<file path="src/timer_defs.svh">
////////////////////////////////////////////////////////////////////////////
// io_timer build constants: bus widths, default prescale, ID word and
// the bit positions of the status/control register
////////////////////////////////////////////////////////////////////////////

`ifndef TIMER_DEFS_SVH
`define TIMER_DEFS_SVH

// processor bus word and register address widths
`define TIMER_DATA_W        16
`define TIMER_ADDR_W        2

// clocks per millisecond at 24 MHz
`define TIMER_TICKS_PER_MS  24000

// constant returned from the identifier register
`define TIMER_ID            16'hA5A5

// control register bits, also mirrored into status bits 5..1
`define TIMER_BIT_START     0
`define TIMER_BIT_RUN       1
`define TIMER_BIT_RESTART   2
`define TIMER_BIT_PERIODIC  3
`define TIMER_BIT_DCIE      4
`define TIMER_BIT_MSIE      5

`endif

</file>
<file path="src/timer_pkg.sv">
////////////////////////////////////////////////////////////////////////////
// io_timer shared types: bus words, register map and block-to-block structs
////////////////////////////////////////////////////////////////////////////

`include "timer_defs.svh"

package timer_pkg;

  // plain bus word and register address
  typedef logic [`TIMER_DATA_W-1:0] timer_data_t;
  typedef logic [`TIMER_ADDR_W-1:0] timer_addr_t;

  // control field, bit 0 (START) only ever seen on the write data
  typedef logic [`TIMER_BIT_MSIE:0] timer_ctrl_t;

  // word addresses of the register map
  typedef enum logic [`TIMER_ADDR_W-1:0] {
    REG_STATUS = 2'd0,  // read status, write control
    REG_MSEC   = 2'd1,  // read milliseconds, write count_from
    REG_DOWN   = 2'd2,  // read down counter
    REG_ID     = 2'd3   // read identifier
  } reg_addr_e;

  // one clock-domain access, pulses are a single cycle wide
  typedef struct packed {
    logic        rd;
    logic        wr;
    timer_addr_t addr;
    timer_data_t wdata;
  } bus_access_t;

  // counter values and per-tick events from the timing core
  typedef struct packed {
    timer_data_t msec;
    timer_data_t down;
    logic        ms_event;
    logic        dc_event;
  } counter_state_t;

  // steering from the register block into the timing core
  typedef struct packed {
    logic        run;
    logic        restart;
    logic        periodic;
    logic        start;
    timer_data_t count_from;
  } counter_ctrl_t;

endpackage

</file>
<file path="src/bus_sync.sv">
////////////////////////////////////////////////////////////////////////////
// bus strobe synchronizer, one read or write pulse per processor access
////////////////////////////////////////////////////////////////////////////

`timescale 1ns/1ps
`include "timer_defs.svh"

module bus_sync
(
  input  logic                   Clock,
  input  logic                   nReset,
  input  logic                   n_ce,
  input  logic                   n_oe,
  input  logic                   rnw,
  input  timer_pkg::timer_addr_t address,
  input  timer_pkg::timer_data_t data_in,
  output timer_pkg::bus_access_t access,
  output logic                   read_active
);

  import timer_pkg::*;

  logic        rd_level;
  logic        wr_level;
  logic [1:0]  rd_sync;
  logic [1:0]  wr_sync;
  logic        rd_prev;
  logic        wr_prev;
  logic        rd_pulse;
  logic        wr_pulse;
  logic        strobe_sync;
  timer_addr_t addr_q;
  timer_data_t data_q;

  // raw bus levels, still asynchronous to Clock
  assign rd_level = rnw & ~n_oe & ~n_ce;
  assign wr_level = ~rnw & ~n_ce;

  //////////////////////////////////////////////////////////////////////////
  // two-flop synchronizers and edge detect
  //////////////////////////////////////////////////////////////////////////

  always_ff @(posedge Clock or negedge nReset)
  begin
    if (!nReset)
    begin
      rd_sync  <= '0;
      wr_sync  <= '0;
      rd_prev  <= 1'b0;
      wr_prev  <= 1'b0;
      rd_pulse <= 1'b0;
      wr_pulse <= 1'b0;
    end
    else
    begin
      rd_sync  <= {rd_sync[0], rd_level};
      wr_sync  <= {wr_sync[0], wr_level};
      rd_prev  <= rd_sync[1];
      wr_prev  <= wr_sync[1];
      // read acts on the leading edge, 3 clocks in
      rd_pulse <= rd_sync[1] & ~rd_prev;
      // write acts once the strobe has ended
      wr_pulse <= wr_prev & ~wr_sync[1];
    end
  end

  // master holds address and data for the whole strobe
  always_ff @(posedge Clock)
  begin
    if (rd_level | wr_level)
    begin
      addr_q <= address;
      data_q <= data_in;
    end
  end

  assign access      = '{rd: rd_pulse, wr: wr_pulse, addr: addr_q, wdata: data_q};
  assign read_active = rd_sync[1];

  assign strobe_sync = rd_sync[1] | wr_sync[1];

  // read and write never act on the same cycle
  a_pulse_excl: assert property (@(posedge Clock) disable iff (!nReset)
    !(rd_pulse && wr_pulse));

  // strobes shorter than 4 clocks are outside the bus contract
  a_min_strobe: assert property (@(posedge Clock) disable iff (!nReset)
    $rose(strobe_sync) |-> strobe_sync [*4]);

endmodule

</file>
<file path="src/io_timer.sv">
////////////////////////////////////////////////////////////////////////////
// memory-mapped millisecond timer on the asynchronous processor bus
////////////////////////////////////////////////////////////////////////////

`timescale 1ns/1ps
`include "timer_defs.svh"

module io_timer
#(
  parameter int ticks_per_ms = `TIMER_TICKS_PER_MS
)
(
  input  logic                   Clock,
  input  logic                   nReset,
  input  logic                   n_ce,
  input  logic                   n_oe,
  input  logic                   rnw,
  input  timer_pkg::timer_addr_t address,
  input  timer_pkg::timer_data_t data_in,
  output timer_pkg::timer_data_t data_out,
  output logic                   data_oe,
  output logic                   n_irq
);

  import timer_pkg::*;

  bus_access_t    access;
  logic           read_active;
  counter_state_t state;
  counter_ctrl_t  ctrl;

  // bus strobes into the Clock domain
  bus_sync u_sync (
    .Clock       (Clock),
    .nReset      (nReset),
    .n_ce        (n_ce),
    .n_oe        (n_oe),
    .rnw         (rnw),
    .address     (address),
    .data_in     (data_in),
    .access      (access),
    .read_active (read_active)
  );

  timer_regs u_regs (
    .Clock       (Clock),
    .nReset      (nReset),
    .access      (access),
    .read_active (read_active),
    .state       (state),
    .ctrl        (ctrl),
    .data_out    (data_out),
    .data_oe     (data_oe),
    .n_irq       (n_irq)
  );

  timer_core #(
    .ticks_per_ms (ticks_per_ms)
  ) u_core (
    .Clock  (Clock),
    .nReset (nReset),
    .ctrl   (ctrl),
    .state  (state)
  );

endmodule

</file>
<file path="src/timer_core.sv">
////////////////////////////////////////////////////////////////////////////
// timer core: ms prescaler, free-running ms counter and down counter
////////////////////////////////////////////////////////////////////////////

`timescale 1ns/1ps
`include "timer_defs.svh"

module timer_core
#(
  parameter int ticks_per_ms = `TIMER_TICKS_PER_MS
)
(
  input  logic                      Clock,
  input  logic                      nReset,
  input  timer_pkg::counter_ctrl_t  ctrl,
  output timer_pkg::counter_state_t state
);

  import timer_pkg::*;

  localparam int               PRE_W    = $clog2(ticks_per_ms);
  localparam logic [PRE_W-1:0] PRE_LAST = PRE_W'(ticks_per_ms - 1);

  logic [PRE_W-1:0] prescale;
  logic             tick;
  logic             dc_hit;
  timer_data_t      msec;
  timer_data_t      down;

  // one tick per millisecond
  assign tick = (prescale == PRE_LAST);

  // running counter about to step 1 -> 0, a start load overrides it
  assign dc_hit = tick & ctrl.run & ~ctrl.start & (down == timer_data_t'(1));

  //////////////////////////////////////////////////////////////////////////
  // prescaler and milliseconds counter
  //////////////////////////////////////////////////////////////////////////

  always_ff @(posedge Clock or negedge nReset)
  begin
    if (!nReset)
    begin
      prescale <= '0;
      msec     <= '0;
    end
    else if (tick)
    begin
      prescale <= '0;
      // wraps at 16 bits
      msec     <= msec + 1'b1;
    end
    else
    begin
      prescale <= prescale + 1'b1;
    end
  end

  //////////////////////////////////////////////////////////////////////////
  // down counter
  //////////////////////////////////////////////////////////////////////////

  always_ff @(posedge Clock or negedge nReset)
  begin
    if (!nReset)
    begin
      down <= '0;
    end
    else if (ctrl.start)
    begin
      down <= ctrl.count_from;
    end
    else if (tick && ctrl.run)
    begin
      if (down != '0)
        down <= down - 1'b1;
      else if (ctrl.restart)
        // periodic reloads the preset, otherwise free-run from all ones
        down <= ctrl.periodic ? ctrl.count_from : '1;
    end
  end

  assign state = '{msec: msec, down: down, ms_event: tick, dc_event: dc_hit};

  // dc event is a millisecond tick that leaves the down counter at zero
  a_dc_on_tick: assert property (@(posedge Clock) disable iff (!nReset)
    state.dc_event |-> state.ms_event ##1 (state.down == '0));

endmodule

</file>
<file path="src/timer_regs.sv">
////////////////////////////////////////////////////////////////////////////
// timer register block: control, count_from, irq flags and read-back
////////////////////////////////////////////////////////////////////////////

`timescale 1ns/1ps
`include "timer_defs.svh"

module timer_regs
(
  input  logic                      Clock,
  input  logic                      nReset,
  input  timer_pkg::bus_access_t    access,
  input  logic                      read_active,
  input  timer_pkg::counter_state_t state,
  output timer_pkg::counter_ctrl_t  ctrl,
  output timer_pkg::timer_data_t    data_out,
  output logic                      data_oe,
  output logic                      n_irq
);

  import timer_pkg::*;

  reg_addr_e   addr;
  timer_ctrl_t control;
  timer_data_t count_from;
  logic        start_q;
  logic        ms_flag;
  logic        dc_flag;
  logic        irq;
  logic        status_rd;
  logic        ctrl_wr;
  timer_data_t status;
  timer_data_t rd_word;

  assign addr      = reg_addr_e'(access.addr);
  assign status_rd = access.rd && (addr == REG_STATUS);
  assign ctrl_wr   = access.wr && (addr == REG_STATUS);

  // request when a flag is up and its enable is set
  assign irq = (ms_flag & control[`TIMER_BIT_MSIE]) |
               (dc_flag & control[`TIMER_BIT_DCIE]);

  // status layout: irq, 7 spare, ms flag, dc flag, control 5..1, 0
  assign status = {irq, 7'b0, ms_flag, dc_flag,
                   control[`TIMER_BIT_MSIE:`TIMER_BIT_RUN], 1'b0};

  //////////////////////////////////////////////////////////////////////////
  // register writes and start pulse
  //////////////////////////////////////////////////////////////////////////

  always_ff @(posedge Clock or negedge nReset)
  begin
    if (!nReset)
    begin
      control    <= '0;
      count_from <= '0;
      start_q    <= 1'b0;
    end
    else
    begin
      // START is a one-cycle strobe, never held in control
      start_q <= ctrl_wr && access.wdata[`TIMER_BIT_START];
      if (access.wr)
      begin
        case (addr)
          REG_STATUS:
            control <= {access.wdata[`TIMER_BIT_MSIE:`TIMER_BIT_RUN], 1'b0};
          REG_MSEC:
            count_from <= access.wdata;
          // down counter and ID are read only
          default:
            ;
        endcase
      end
    end
  end

  //////////////////////////////////////////////////////////////////////////
  // interrupt flags
  //////////////////////////////////////////////////////////////////////////

  always_ff @(posedge Clock or negedge nReset)
  begin
    if (!nReset)
    begin
      ms_flag <= 1'b0;
      dc_flag <= 1'b0;
      n_irq   <= 1'b1;
    end
    else
    begin
      // a new event beats a status read in the same cycle
      if (state.ms_event)
        ms_flag <= 1'b1;
      else if (status_rd)
        ms_flag <= 1'b0;
      if (state.dc_event)
        dc_flag <= 1'b1;
      else if (status_rd)
        dc_flag <= 1'b0;
      n_irq <= ~irq;
    end
  end

  //////////////////////////////////////////////////////////////////////////
  // read path
  //////////////////////////////////////////////////////////////////////////

  always_comb
  begin
    rd_word = status;
    case (addr)
      REG_STATUS: rd_word = status;
      REG_MSEC:   rd_word = state.msec;
      REG_DOWN:   rd_word = state.down;
      REG_ID:     rd_word = `TIMER_ID;
    endcase
  end

  always_ff @(posedge Clock or negedge nReset)
  begin
    if (!nReset)
    begin
      data_out <= '0;
      data_oe  <= 1'b0;
    end
    else
    begin
      // word sampled before any flag clear from this read
      if (access.rd)
        data_out <= rd_word;
      // drive from the load until the synced read level drops
      data_oe <= read_active & (data_oe | access.rd);
    end
  end

  assign ctrl = '{run:        control[`TIMER_BIT_RUN],
                  restart:    control[`TIMER_BIT_RESTART],
                  periodic:   control[`TIMER_BIT_PERIODIC],
                  start:      start_q,
                  count_from: count_from};

  // low irq pin needs an enabled flag or a status read or control write just before
  a_irq_source: assert property (@(posedge Clock) disable iff (!nReset)
    !n_irq |-> irq || $past(status_rd) || $past(ctrl_wr));

endmodule
</file>
<file path="config.mk">
export PLATFORM = sky130hd
export DESIGN_NAME = io_timer
export DESIGN_NICKNAME = d
export VERILOG_FILES = /design/src/timer_pkg.sv /design/src/bus_sync.sv /design/src/io_timer.sv /design/src/timer_core.sv /design/src/timer_regs.sv
export VERILOG_INCLUDE_DIRS = /design/src
export SDC_FILE = /design/constraint.sdc
export NUM_CORES = 1
export LEC_CHECK = 0
export ABC_CLOCK_PERIOD_IN_PS = 2700
export BUFFER_PORTS_ARGS = -buffer_cell sky130_fd_sc_hd__buf_2
export CAP_MARGIN = 30
export CORE_UTILIZATION = 45
export CTS_CLUSTER_DIAMETER = 80
export CTS_CLUSTER_SIZE = 24
export DETAILED_ROUTE_END_ITERATION = 8
export GPL_ROUTABILITY_DRIVEN = 0
export PLACE_DENSITY = 0.64
export SLEW_MARGIN = 0
export SYNTH_ARGS = -nofsm -noshare
export SYNTH_HDL_FRONTEND = slang
export SYNTH_SLANG_ARGS = --single-unit
</file>
<file path="constraint.sdc">
create_clock -name Clock -period 2.7 [get_ports Clock]
set_input_delay 0.135 -clock Clock [delete_from_list [all_inputs] [get_ports Clock]]
set_output_delay 0.135 -clock Clock [all_outputs]
set_load 0.02 [all_outputs]
</file>
==> results of run 1 <==
-- final cells by class --
class / count / share of cell area [%]
clock inverter: 5 / 0.8002
sequential: 115 / 47.47
tap: 140 / 2.801
clock buffer: 27 / 8.022
inverter: 7 / 0.4201
timing repair buffer: 79 / 9.042
multi-input combinational: 304 / 31.45
-- critical path: stages (launching register included) --
cell and delay, ns:
dfrtp_1 0.43, or4b_4 0.60, nor4_4 0.40, a2bb2oi_2 0.21
buf_4 0.20, nand2_1 0.07, a22o_1 0.22
-- worst max-delay path by stage --
stage / to / slack, ns / cells after the start
after floorplan: u_core.down[7] / 0.73 / 6
final: u_core.down[10] / 0.46 / 6
after detailed placement: u_core.msec[12] / 0.45 / 5
after global routing: u_core.msec[12] / 0.25 / 5
after CTS: u_core.msec[12] / 0.43 / 5
after global placement: u_core.down[10] / 0.49 / 6
-- state kept, by name, indices dropped and copies added (netlist names), 2 cells and up --
signal,flops
u_regs.count_from,16
u_core.msec,16
u_core.prescale,15
u_regs.data_out,16
u_core.down,16
u_sync.addr_q,2
u_regs.control,5
u_sync.wr_sync,2
u_sync.data_q,16
u_sync.rd_sync,2
-- layout by cell type, fill, tap and decap left out, types with 3 or more instances in the layout --
cell,Yosys,layout
inv_1,7,7
nor3_1,9,9
clkbuf_8,0,6
dlygate4sd3_1,0,23
ha_1,5,5
nor2b_1,5,5
xor2_1,12,12
a221oi_1,5,5
nand3_1,13,13
xnor2_1,13,13
buf_4,2,16
o21ai_0,18,18
clkbuf_1,13,5
buf_2,6,39
a21o_1,4,4
nor3b_1,5,5
edfxtp_1,18,18
and3_1,4,4
nand2_1,29,29
clkinv_2,0,4
nand4_1,15,15
clkbuf_16,0,16
nand2b_1,4,4
o22ai_1,4,4
a221o_1,3,3
a21oi_1,43,42
o31ai_1,3,3
mux2i_1,3,3
or4_1,3,3
nor2_1,49,49
mux2_2,23,23
dfrtp_1,96,96
nor4_1,3,3
or3_1,4,4
-- routing by layer --
layer | vias to the layer above | track usage [%] | share of wire [%]
li1 | 1783 | - | -
met1 | 1821 | 26.99 | 45
met2 | 84 | 31.80 | 50
met3 | 13 | 7.113 | 3.7
met4 | 0 | 8.806 | 1.5
met5 | - | 0 | 0
-- per-stage QoR --
step | cell area (sq um) | hold WS, ns | util (%)
floorplan | 5056 | -0.1606 | -
global placement | 5473 | 0.2330 | 50.26
detailed placement | 5473 | 0.2361 | 50.26
CTS | 6255 | 0.1418 | 57.45
global route | 6255 | 0.1573 | 57.45
finish | 6255 | 0.1528 | 57.45
-- power groups by stage --
stage          Combinational [W]  Clock, W  Sequential (W)
2_1_floorplan           0.000616         0         0.00232
3_3_place_gp            0.000879         0         0.00241
3_5_place_dp            0.000901         0         0.00243
4_1_cts                 0.000930   0.00211         0.00240
5_1_grt                  0.00105   0.00219         0.00244
6_report                0.000926   0.00206         0.00240
-- logic make-up (layout without fill, tap and decap cells) --
family                     Yosys count  count (layout)  synth area share [%]
adders and majority gates            5               5                 1.237
buffers and inverters               29             118                 2.450
and+or+nand+nor                    152             152                 15.76
muxes                               26              26                 5.716
AOI/OAI and AO/OA                   96              96                 11.78
xor gates and xnor gates            25              25                 4.331
DFF                                115             115                 58.72
==> metrics.md, run 1 <==
| Metric | Value |
|---|---|
| Fill cells | `905` |
| DP Wirelength | `7143 microns` |
| Post-synth top cells | `96 x dfrtp_1, 49 x nor2_1, 43 x a21oi_1` |
| Detailed Route Iter0 Violations | `171` |
| RSZ-0062 raised after global routing | `false` |
| HP Start | `rnw` |
| Number of synthesized flops with an enable pin | `18` |
| IO Count | `41` |
| RR Endpoint | `u_core.down[10]` |
| Outcome | `finished clean` |
| Flops & latches, synth | `115` |
| CP Launch Type | `flop` |
| Clk root buf | `clkbuf_8` |
| Die area | `0.01166 sq mm` |
| Seq/Total Area, Yosys | `58.72%` |
| Via count of the first global-routing pass | `3716` |
| Comb pwr share | `17.2%` |
| Drt total wl | `10670 microns` |
| Critical Path End Type | `flop` |
| Worst r2r path cells | `6` |
| DP Cell Count | `622` |
| Post-synth top area share | `47.51%` |
| Leak pwr | `2.824 nW` |
| Slew at the pin closest to its max-slew limit | `0.8592 ns` |
| Fin Setup TNS | `0 ns` |
| Worst Hold End | `u_sync.data_q[5]` |
| Site Rows | `38` |
| Crit path launch | `u_core.prescale[6]` |
| Syn_area_per_cell | `11.29 sq um` |
| Origin of the critical flop-to-flop path | `u_core.prescale[6]` |
| Headroom to the max-slew limit | `42.60%` |
| FFs w/ async S/R, synth | `84.35%` |
| Clk pin slew, worst setup/hold paths | `0.06 ns` |
| Crit-path max FO | `12` |
| Layout cells sized above 1 | `21.60%` |
| Max Buffers Root-to-Sink | `2` |
| Clock skew | `0.006138 ns` |
| Tcrit/Tclk final | `82.84%` |
| Hold Path Depth | `3` |
| Total Power | `0.005390 W` |
| Main synth FF type | `dfrtp_1` |
| Worst EP required | `3.11 ns` |
| Most frequent cell after synthesis | `dfrtp_1` |
| Final setup vio count | `0` |
| Synthesized Nets | `476` |
| DR pass1 iterations | `5` |
| Input/output buffers | `40` |
| Power per cell area | `861.8 mW/mm^2` |
| Max-slew violations | `0` |
| Final hold vios | `0` |
| DIE WIDTH | `108 microns` |
| Setup ws final | `0.4632 ns` |
| Mapped Cells | `448` |
| Critical Path AT | `2.65 ns` |
| First-pass GRT wire length | `18220 microns` |
| Worst slack, placed | `0.4530 ns` |
| Antenna-violating nets left | `0` |
| Reg power frac | `44.6%` |
| WL per Instance | `15.76 microns` |
| Initial antenna violation count | `0` |
| Kind of critical path | `reg -> reg` |
| Synth top area cells | `dfrtp_1 48%, edfxtp_1 11%, mux2_2 5.1%` |
| DRC errors left | `0` |
| Vias per cell | `5.467` |
| H-tree levels | `4` |
| Period minus WS final | `2.237 ns` |
| Worst skew pair latency | `0.52 ns` |
| Ant diodes | `0` |
| Max capacitance violation total | `0` |
| Final cell count without fillers | `677` |
| Clock power frac | `38.2%` |
| Area Overhead vs Synth | `23.71%` |
| Net Sw Power | `0.001548 W` |
| Via count | `3701` |
| Total CTS buffers | `17` |
| Mapped Area | `0.005056 sq mm` |
| Number of distinct library cells after synthesis | `49` |
| Sw Ratio | `28.72%` |
| Synth area leader | `dfrtp_1` |
| R2r setup slk | `0.46 ns` |
| Sink Count | `115` |
| Hold crit path type | `in -> reg` |
| FMAX | `447.1 MHz` |
| FF/Latch Area | `0.002969 sq mm` |
| Die Y | `108 microns` |
| Maximum vdd ir drop | `467.4 uV` |
| Postcts setup bufs | `0` |
| CTS Hold Bufs | `23` |
| Multi-input logic area | `0.001967 sq mm` |
| Post_cts resized | `0` |
| Synth warn | `0` |
| Largest net degree at the start of global routing | `55` |
| TritonCTS clock tree | `yes` |
| Nets | `552` |
| Starting Density | `46.44%` |
| Total gr overflow | `0` |
| CORE AREA | `0.01089 sq mm` |
| Int Pwr | `0.003842 W` |
| Global-route usage over all layers | `20.82%` |
(Power assumes the default switching activity.)
==> run 2, diff against run 1 <==
Settings changed: ABC_AREA set to 1, ABC_CLOCK_PERIOD_IN_PS 2700 to 1900, PLACE_DENSITY 0.64 to 0.66.
Clock period 2.7 ns to 1.9 ns, I/O delays scaled along.
==> run 2 against run 1 <==
Synthesized cell count rose by 47%. Final cell count increased by 37%. Sequential cell count unchanged. Highest routed layer unchanged. Sequential power increased by 33%.
==> metrics.md, run 2 <==
| Metric | Value |
|---|---|
| Outcome | `finished clean` |
| Synth top area cells | `dfrtp_1 43%, nand2_1 11%, edfxtp_1 9.7%` |
| Site Rows | `40 (+5.3%)` |
| Vias per cell | `5.028 (-8.0%)` |
| Final hold vios | `0 (unchanged)` |
| Largest net degree at the start of global routing | `39 (-29%)` |
| Die Y | `113.5 microns (+5.1%)` |
| FMAX | `579.6 MHz (+30%)` |
| Flops & latches, synth | `115 (unchanged)` |
| Worst EP required | `2.20 ns (-0.91 ns)` |
| Critical Path End Type | `flop` |
| DIE WIDTH | `113.5 microns (+5.1%)` |
| Simple-gate share of the synthesized area | `25.95% (+10 points)` |
| Mux share of post-synthesis cell area | `0.6035% (-5.1 points)` |
| Hold crit path type | `in -> async` |
| Seq/Total Area, Yosys | `53.04% (-5.7 points)` |
| Period minus WS final | `1.725 ns (-0.5115 ns)` |
| Die area | `0.01289 sq mm (+11%)` |
| Mapped Area | `0.005598 sq mm (+11%)` |
| First-pass GRT wire length | `21490 microns (+18%)` |
| Cell repeated most along the worst path | `nand2_4` |
| Worst slack, placed | `0.05437 ns (-0.3986 ns)` |
| Post-Layout Inst Area | `0.006963 sq mm (+11%)` |
| Fin Setup TNS | `0 ns (unchanged)` |
| Post-synth top cells | `163 x nand2_1, 96 x dfrtp_1, 77 x inv_1` |
| Detailed Route Iter0 Violations | `281 (+64%)` |
| Main synth FF type | `dfrtp_1` |
| Synth area leader | `dfrtp_1` |
| Syn_area_per_cell | `8.482 sq um (-25%)` |
| Antenna-violating nets left | `0 (unchanged)` |
| Multi-input logic area | `0.002228 sq mm (+13%)` |
| Nets | `774 (+40%)` |
| H-tree levels | `4 (unchanged)` |
| DP Wirelength | `9271 microns (+30%)` |
| Synth warn | `0 (unchanged)` |
| Headroom to the max-slew limit | `65.76% (+23 points)` |
| Clk pin slew, worst setup/hold paths | `0.06 ns (about the same)` |
| Number of synthesized flops with an enable pin | `18 (unchanged)` |
| Global-route usage over all layers | `21.80% (+0.98 points)` |
| Mapped Cells | `660 (+47%)` |
| Max Buffers Root-to-Sink | `2 (unchanged)` |
| Crit-path max FO | `15 (+3)` |
| Starting Density | `46.41% (about the same)` |
| Input/output buffers | `40 (unchanged)` |
| Adder-cell area share of the yosys netlist | `1.118% (-0.12 points)` |
| Worst skew pair latency | `0.42 ns (-0.10 ns)` |
| Kind of critical path | `reg -> reg` |
| Total gr overflow | `0 (unchanged)` |
| Most common cell after layout, fill and taps aside | `nand2_1` |
| FFs w/ async S/R, synth | `84.35% (unchanged)` |
| Leak pwr | `3.289 nW (+16%)` |
| Power per cell area | `1226 mW/mm^2 (+42%)` |
| RSZ-0062 raised after global routing | `false` |
| FF/Latch Area | `0.002970 sq mm (about the same)` |
| Most frequent cell after synthesis | `nand2_1` |
| Tcrit/Tclk final | `90.81% (+8.0 points)` |
| Max-slew violations | `0 (unchanged)` |
| DRC errors left | `0 (unchanged)` |
| Via count of the first global-routing pass | `4474 (+20%)` |
| Critical Path Max Stage Delay | `0.47 ns (-0.13 ns)` |
| XOR/XNOR Fraction of Synth Area | `3.129% (-1.2 points)` |
| Largest family of logic cells by synthesized area | `simple AND/OR/NAND/NOR gates` |
| IO Count | `41 (unchanged)` |
| Drt total wl | `12880 microns (+21%)` |
| Initial antenna violation count | `0 (unchanged)` |
| Complex-gate fraction of the synthesized area | `8.963% (-2.8 points)` |
| Slew at the pin closest to its max-slew limit | `0.5136 ns (-0.3456 ns)` |
| Maximum vdd ir drop | `721.6 uV (+54%)` |
| Clock skew | `0.004191 ns (-0.001947 ns)` |
| Max capacitance violation total | `0 (unchanged)` |
| Sink Count | `115 (unchanged)` |
| CP Launch Type | `flop` |
| Placed Area | `0.006127 sq mm (+12%)` |
| DR pass1 iterations | `5 (unchanged)` |
| Ant diodes | `0 (unchanged)` |
| Layout cells sized above 1 | `16.86% (-4.7 points)` |
| Most frequent cells in the layout | `162 x nand2_1, 95 x dfrtp_1, 75 x inv_1` |
| Number of distinct library cells after synthesis | `38 (-22%)` |
| Total CTS buffers | `17 (unchanged)` |
| Post-synth top area share | `42.91% (-4.6 points)` |
| Final setup vio count | `0 (unchanged)` |
| Synthesized Nets | `688 (+45%)` |
| CORE AREA | `0.01206 sq mm (+11%)` |
| CP Cell Sequence | `nor2_4 -> nand2_4 -> nor2_8 -> nand2_2 -> nor2_2 -> inv_2 -> nand2_4 -> buf_8 -> o21ai_0` |
| Worst r2r path cells | `9 (+3)` |
| Max stage delay cell, worst path | `dfrtp_1` |
| WL per Instance | `13.90 microns (-12%)` |
| Critical Path AT | `2.03 ns (-0.62 ns)` |
| Via count | `4661 (+26%)` |
| Setup ws final | `0.1746 ns (-0.2885 ns)` |
| Clk root buf | `clkbuf_16` |
| Area Overhead vs Synth | `24.39%` |
| Fill cells | `1078 (+19%)` |
| TritonCTS clock tree | `yes` |
run 2: cell types whose count changed in the layout (fill, tap and decap cells not counted), moves of 8 or more:
cell / before / now
nand3_1: 13 / 39
inv_1: 7 / 75
nor2_1: 49 / 74
nand4_1: 15 / 7
a21oi_1: 42 / 25
o21ai_0: 18 / 51
nand2_1: 29 / 162
nand3_2: 0 / 10
mux2_2: 23 / 3
xnor2_1: 13 / 2
run 2: final timing paths:
path | from | end | slack [ns]
max | u_core.down[9] | u_core.down[0] | 0.17
min | nReset | u_core.prescale[10] | 0.19
max reg2reg | u_core.down[9] | u_core.down[0] | 0.17
min reg2reg | u_sync.rd_sync[0] | u_sync.rd_sync[1] | 0.35
max in group asynchronous | nReset | u_regs.n_irq | 1.12
min in group Clock | n_ce | u_sync.addr_q[1] | 0.20
run 2: cells by family after synthesis:
kind of cell	after synthesis
AO/OA/AOI/OAI	93
multiplexers	3
adder cells (fa/ha/maj)	5
AND/OR/NAND/NOR	325
flip-flops	115
XOR/XNOR	20
buffers and inverters	99
run 2: critical path, delay by kind of cell (launching register included):
| kind | cells | cell delay, ns |
|---|---|---|
| simple gates | 6 | 0.81 |
| flops | 1 | 0.47 |
| compound gates | 1 | 0.09 |
| buf+inv | 2 | 0.21 |
run 2: timing repair:
action / 4_1_cts / 5_1_grt
endpoints found under the hold margin: 56 / 0
resized for setup: 0 / 8
hold buffers: 23 / 0
endpoints found under the setup margin: 0 / 14
buffers inserted: 0 / 0
run 2: through the flow:
stage,utilization (%),total power [W],instances,hold WS [ns]
3_5_place_dp,50.80,0.005390,872,0.1100
5_1_grt,57.73,0.009004,927,0.2161
4_1_cts,57.61,0.008574,927,0.1911
2_1_floorplan,-,0.004655,660,-0.2006
3_3_place_gp,50.80,0.005344,872,0.1094
6_report,57.73,0.008538,927,0.1926
run 2: report_power, final:
part           internal (W)  switching, W  total [W]
sequential          0.00288      0.000318    0.00320
combinational      0.000803       0.00142    0.00222
clock               0.00197       0.00114    0.00312
total               0.00566       0.00288    0.00854
run 2: per-layer routing:
metal	GRT usage, %	share of wire [%]	routed length, microns
met5	0	0	0
met4	10.26	2.3	299
met3	5.420	5.1	658
met2	34.07	46	5961
met1	28.57	46	5965
run 2: cell type report:
cell class / count / share of cell area [%]
flip-flops and latches: 115 / 42.66
multi-input cells: 446 / 32.00
repair buffers: 85 / 9.416
clock buffers: 21 / 7.062
inverters: 81 / 4.403
well taps: 168 / 3.019
clock inverters: 11 / 1.438
==> run 3, diff against run 2 <==
Settings changed: RECOVER_POWER set to 50.
==> run 3 against run 2 <==
Worst hold slack improved by 0.0096 ns. Non-clock buffer count did not move. Global-route usage unchanged. Maximum frequency is essentially flat. Final cell count unchanged. Final area is 0.27% lower. Critical endpoint unchanged. Sequential power hardly changed. Largest power group unchanged. Worst setup slack about the same.
==> metrics.md, run 3 (synthesized netlist as in run 2, its figures left out) <==
| Metric | Value |
|---|---|
| Outcome | `finished clean` |
| Total CTS buffers | `17 (unchanged)` |
| DIE WIDTH | `113.5 microns (unchanged)` |
| Drt total wl | `12900 microns (+0.10%)` |
| Initial antenna violation count | `0 (unchanged)` |
| Max Buffers Root-to-Sink | `2 (unchanged)` |
| DP Wirelength | `9271 microns (unchanged)` |
| Vias per cell | `5.039 (+0.21%)` |
| Critical Path End Type | `flop` |
| Setup ws final | `0.1746 ns (-0.00005800 ns)` |
| Via count | `4671 (+0.21%)` |
| Worst slack, placed | `0.05437 ns (unchanged)` |
| Global-route usage over all layers | `21.80% (unchanged)` |
| Critical Path AT | `2.03 ns (about the same)` |
| Largest net degree at the start of global routing | `39 (unchanged)` |
| Site Rows | `40 (unchanged)` |
| Most frequent cells in the layout | `162 x nand2_1, 95 x dfrtp_1, 75 x inv_1` |
| Most common cell after layout, fill and taps aside | `nand2_1` |
| Via count of the first global-routing pass | `4474 (unchanged)` |
| Nets | `774 (unchanged)` |
| Total gr overflow | `0 (unchanged)` |
| Final Util | `57.57% (-0.16 points)` |
| Die area | `0.01289 sq mm (unchanged)` |
| Hold slack | `0.2022 ns (+0.009555 ns)` |
| Antenna-violating nets left | `0 (unchanged)` |
| Worst skew pair latency | `0.42 ns (about the same)` |
| Detailed Route Iter0 Violations | `283 (+0.71%)` |
| Headroom to the max-slew limit | `35.16% (-31 points)` |
| DRC errors left | `0 (unchanged)` |
| Fill cells | `1081 (+0.28%)` |
| TritonCTS clock tree | `yes` |
| Layout cells sized above 1 | `16.73% (-0.13 points)` |
| Final hold vios | `0 (unchanged)` |
| Crit-path max FO | `15 (unchanged)` |
| Area Overhead vs Synth | `24.05%` |
| Max-slew violations | `0 (unchanged)` |
| Ant diodes | `0 (unchanged)` |
| WL per Instance | `13.91 microns (+0.10%)` |
| Sink Count | `115 (unchanged)` |
| FMAX | `579.6 MHz (about the same)` |
| Period minus WS final | `1.725 ns (+0.00005800 ns)` |
| Maximum vdd ir drop | `721.6 uV (about the same)` |
| Power per cell area | `1229 mW/mm^2 (+0.21%)` |
| Kind of critical path | `reg -> reg` |
| Starting Density | `46.41% (unchanged)` |
| CP Launch Type | `flop` |
| Clk pin slew, worst setup/hold paths | `0.05 ns (about the same)` |
| Tcrit/Tclk final | `90.81% (about the same)` |
| Fin Setup TNS | `0 ns (unchanged)` |
| Slew at the pin closest to its max-slew limit | `0.9726 ns (+0.4589 ns)` |
| H-tree levels | `4 (unchanged)` |
| RSZ-0062 raised after global routing | `false` |
| First-pass GRT wire length | `21490 microns (unchanged)` |
| Leak pwr | `3.279 nW (-0.29%)` |
| CORE AREA | `0.01206 sq mm (unchanged)` |
| Hold crit path type | `in -> reg` |
| Clock skew | `0.004271 ns (+0.00008032 ns)` |
| Die Y | `113.5 microns (unchanged)` |
| Max capacitance violation total | `0 (unchanged)` |
| IO Count | `41 (unchanged)` |
| Clk root buf | `clkbuf_16` |
| Input/output buffers | `40 (unchanged)` |
| Final setup vio count | `0 (unchanged)` |
| Worst EP required | `2.20 ns (about the same)` |
| Postcts setup bufs | `0 (unchanged)` |
| Total Power | `0.008533 W (about the same)` |
| DR pass1 iterations | `5 (unchanged)` |
-- run 3: changes by cell type in the layout (fill, tap and decap cells not counted) --
cell,delta
clkbuf_4,+1
clkbuf_2,+1
buf_4,-2
buf_12,-1
clkbuf_1,+1
-- run 3: what timing repair did --
action	CTS	global route
hold buffers	23	0
endpoints found under the setup margin	0	14
gates resized for setup	0	8
hold endpoints to repair	56	0
-- run 3: cell type report --
| type | instances | area [sq um] | share of cell area [%] |
|---|---|---|---|
| clock inverters | 11 | 100.1 | 1.441 |
| multi-input cells | 446 | 2228 | 32.09 |
| flip-flops and latches | 115 | 2970 | 42.77 |
| clock buffers | 21 | 491.7 | 7.081 |
| repair buffers | 85 | 636.9 | 9.171 |
| inverters | 81 | 306.5 | 4.414 |
| well taps | 168 | 210.2 | 3.027 |
-- run 3: report_power, final --
group	internal (W)	leakage (nW)	total, W	switching, W
combinational	0.000798	1.56	0.00222	0.00142
clock	0.00197	0.279	0.00311	0.00114
sequential	0.00288	1.44	0.00320	0.000318
-- run 3: critical path, stage by stage (launching register included) --
cell	delay, ns
dfrtp_1	0.47
nor2_4	0.23
nand2_4	0.09
nor2_8	0.16
nand2_2	0.10
nor2_2	0.10
inv_2	0.05
nand2_4	0.13
buf_8	0.16
o21ai_0	0.09
-- run 3: stage by stage --
| stage | cells | cell area, sq um |
|---|---|---|
| after floorplan | 660 | 5598 |
| after global placement | 872 | 6127 |
| after detailed placement | 872 | 6127 |
| after CTS | 927 | 6949 |
| after global routing | 927 | 6944 |
| final | 927 | 6944 |
-- run 3: metal layers --
layer,vias to the layer above,global-route usage [%],wire [microns]
li1,2317,-,-
met1,2181,28.57,5990
met2,146,34.07,5942
met3,27,5.420,652
met4,0,10.26,312
met5,-,0,0
-- run 3: path summary, 6_finish.rpt --
path | from | to | slack (ns) | cells after the start
worst min-delay path | n_ce | u_sync.addr_q[1] | 0.20 | 3
worst max register to register | u_core.down[9] | u_core.down[0] | 0.17 | 9
max in group asynchronous | nReset | u_core.down[0] | 0.41 | 3
worst min register to register | u_sync.rd_sync[0] | u_sync.rd_sync[1] | 0.35 | 0
min in group asynchronous | nReset | u_core.prescale[9] | 0.36 | 2
worst max-delay path | u_core.down[9] | u_core.down[0] | 0.17 | 9
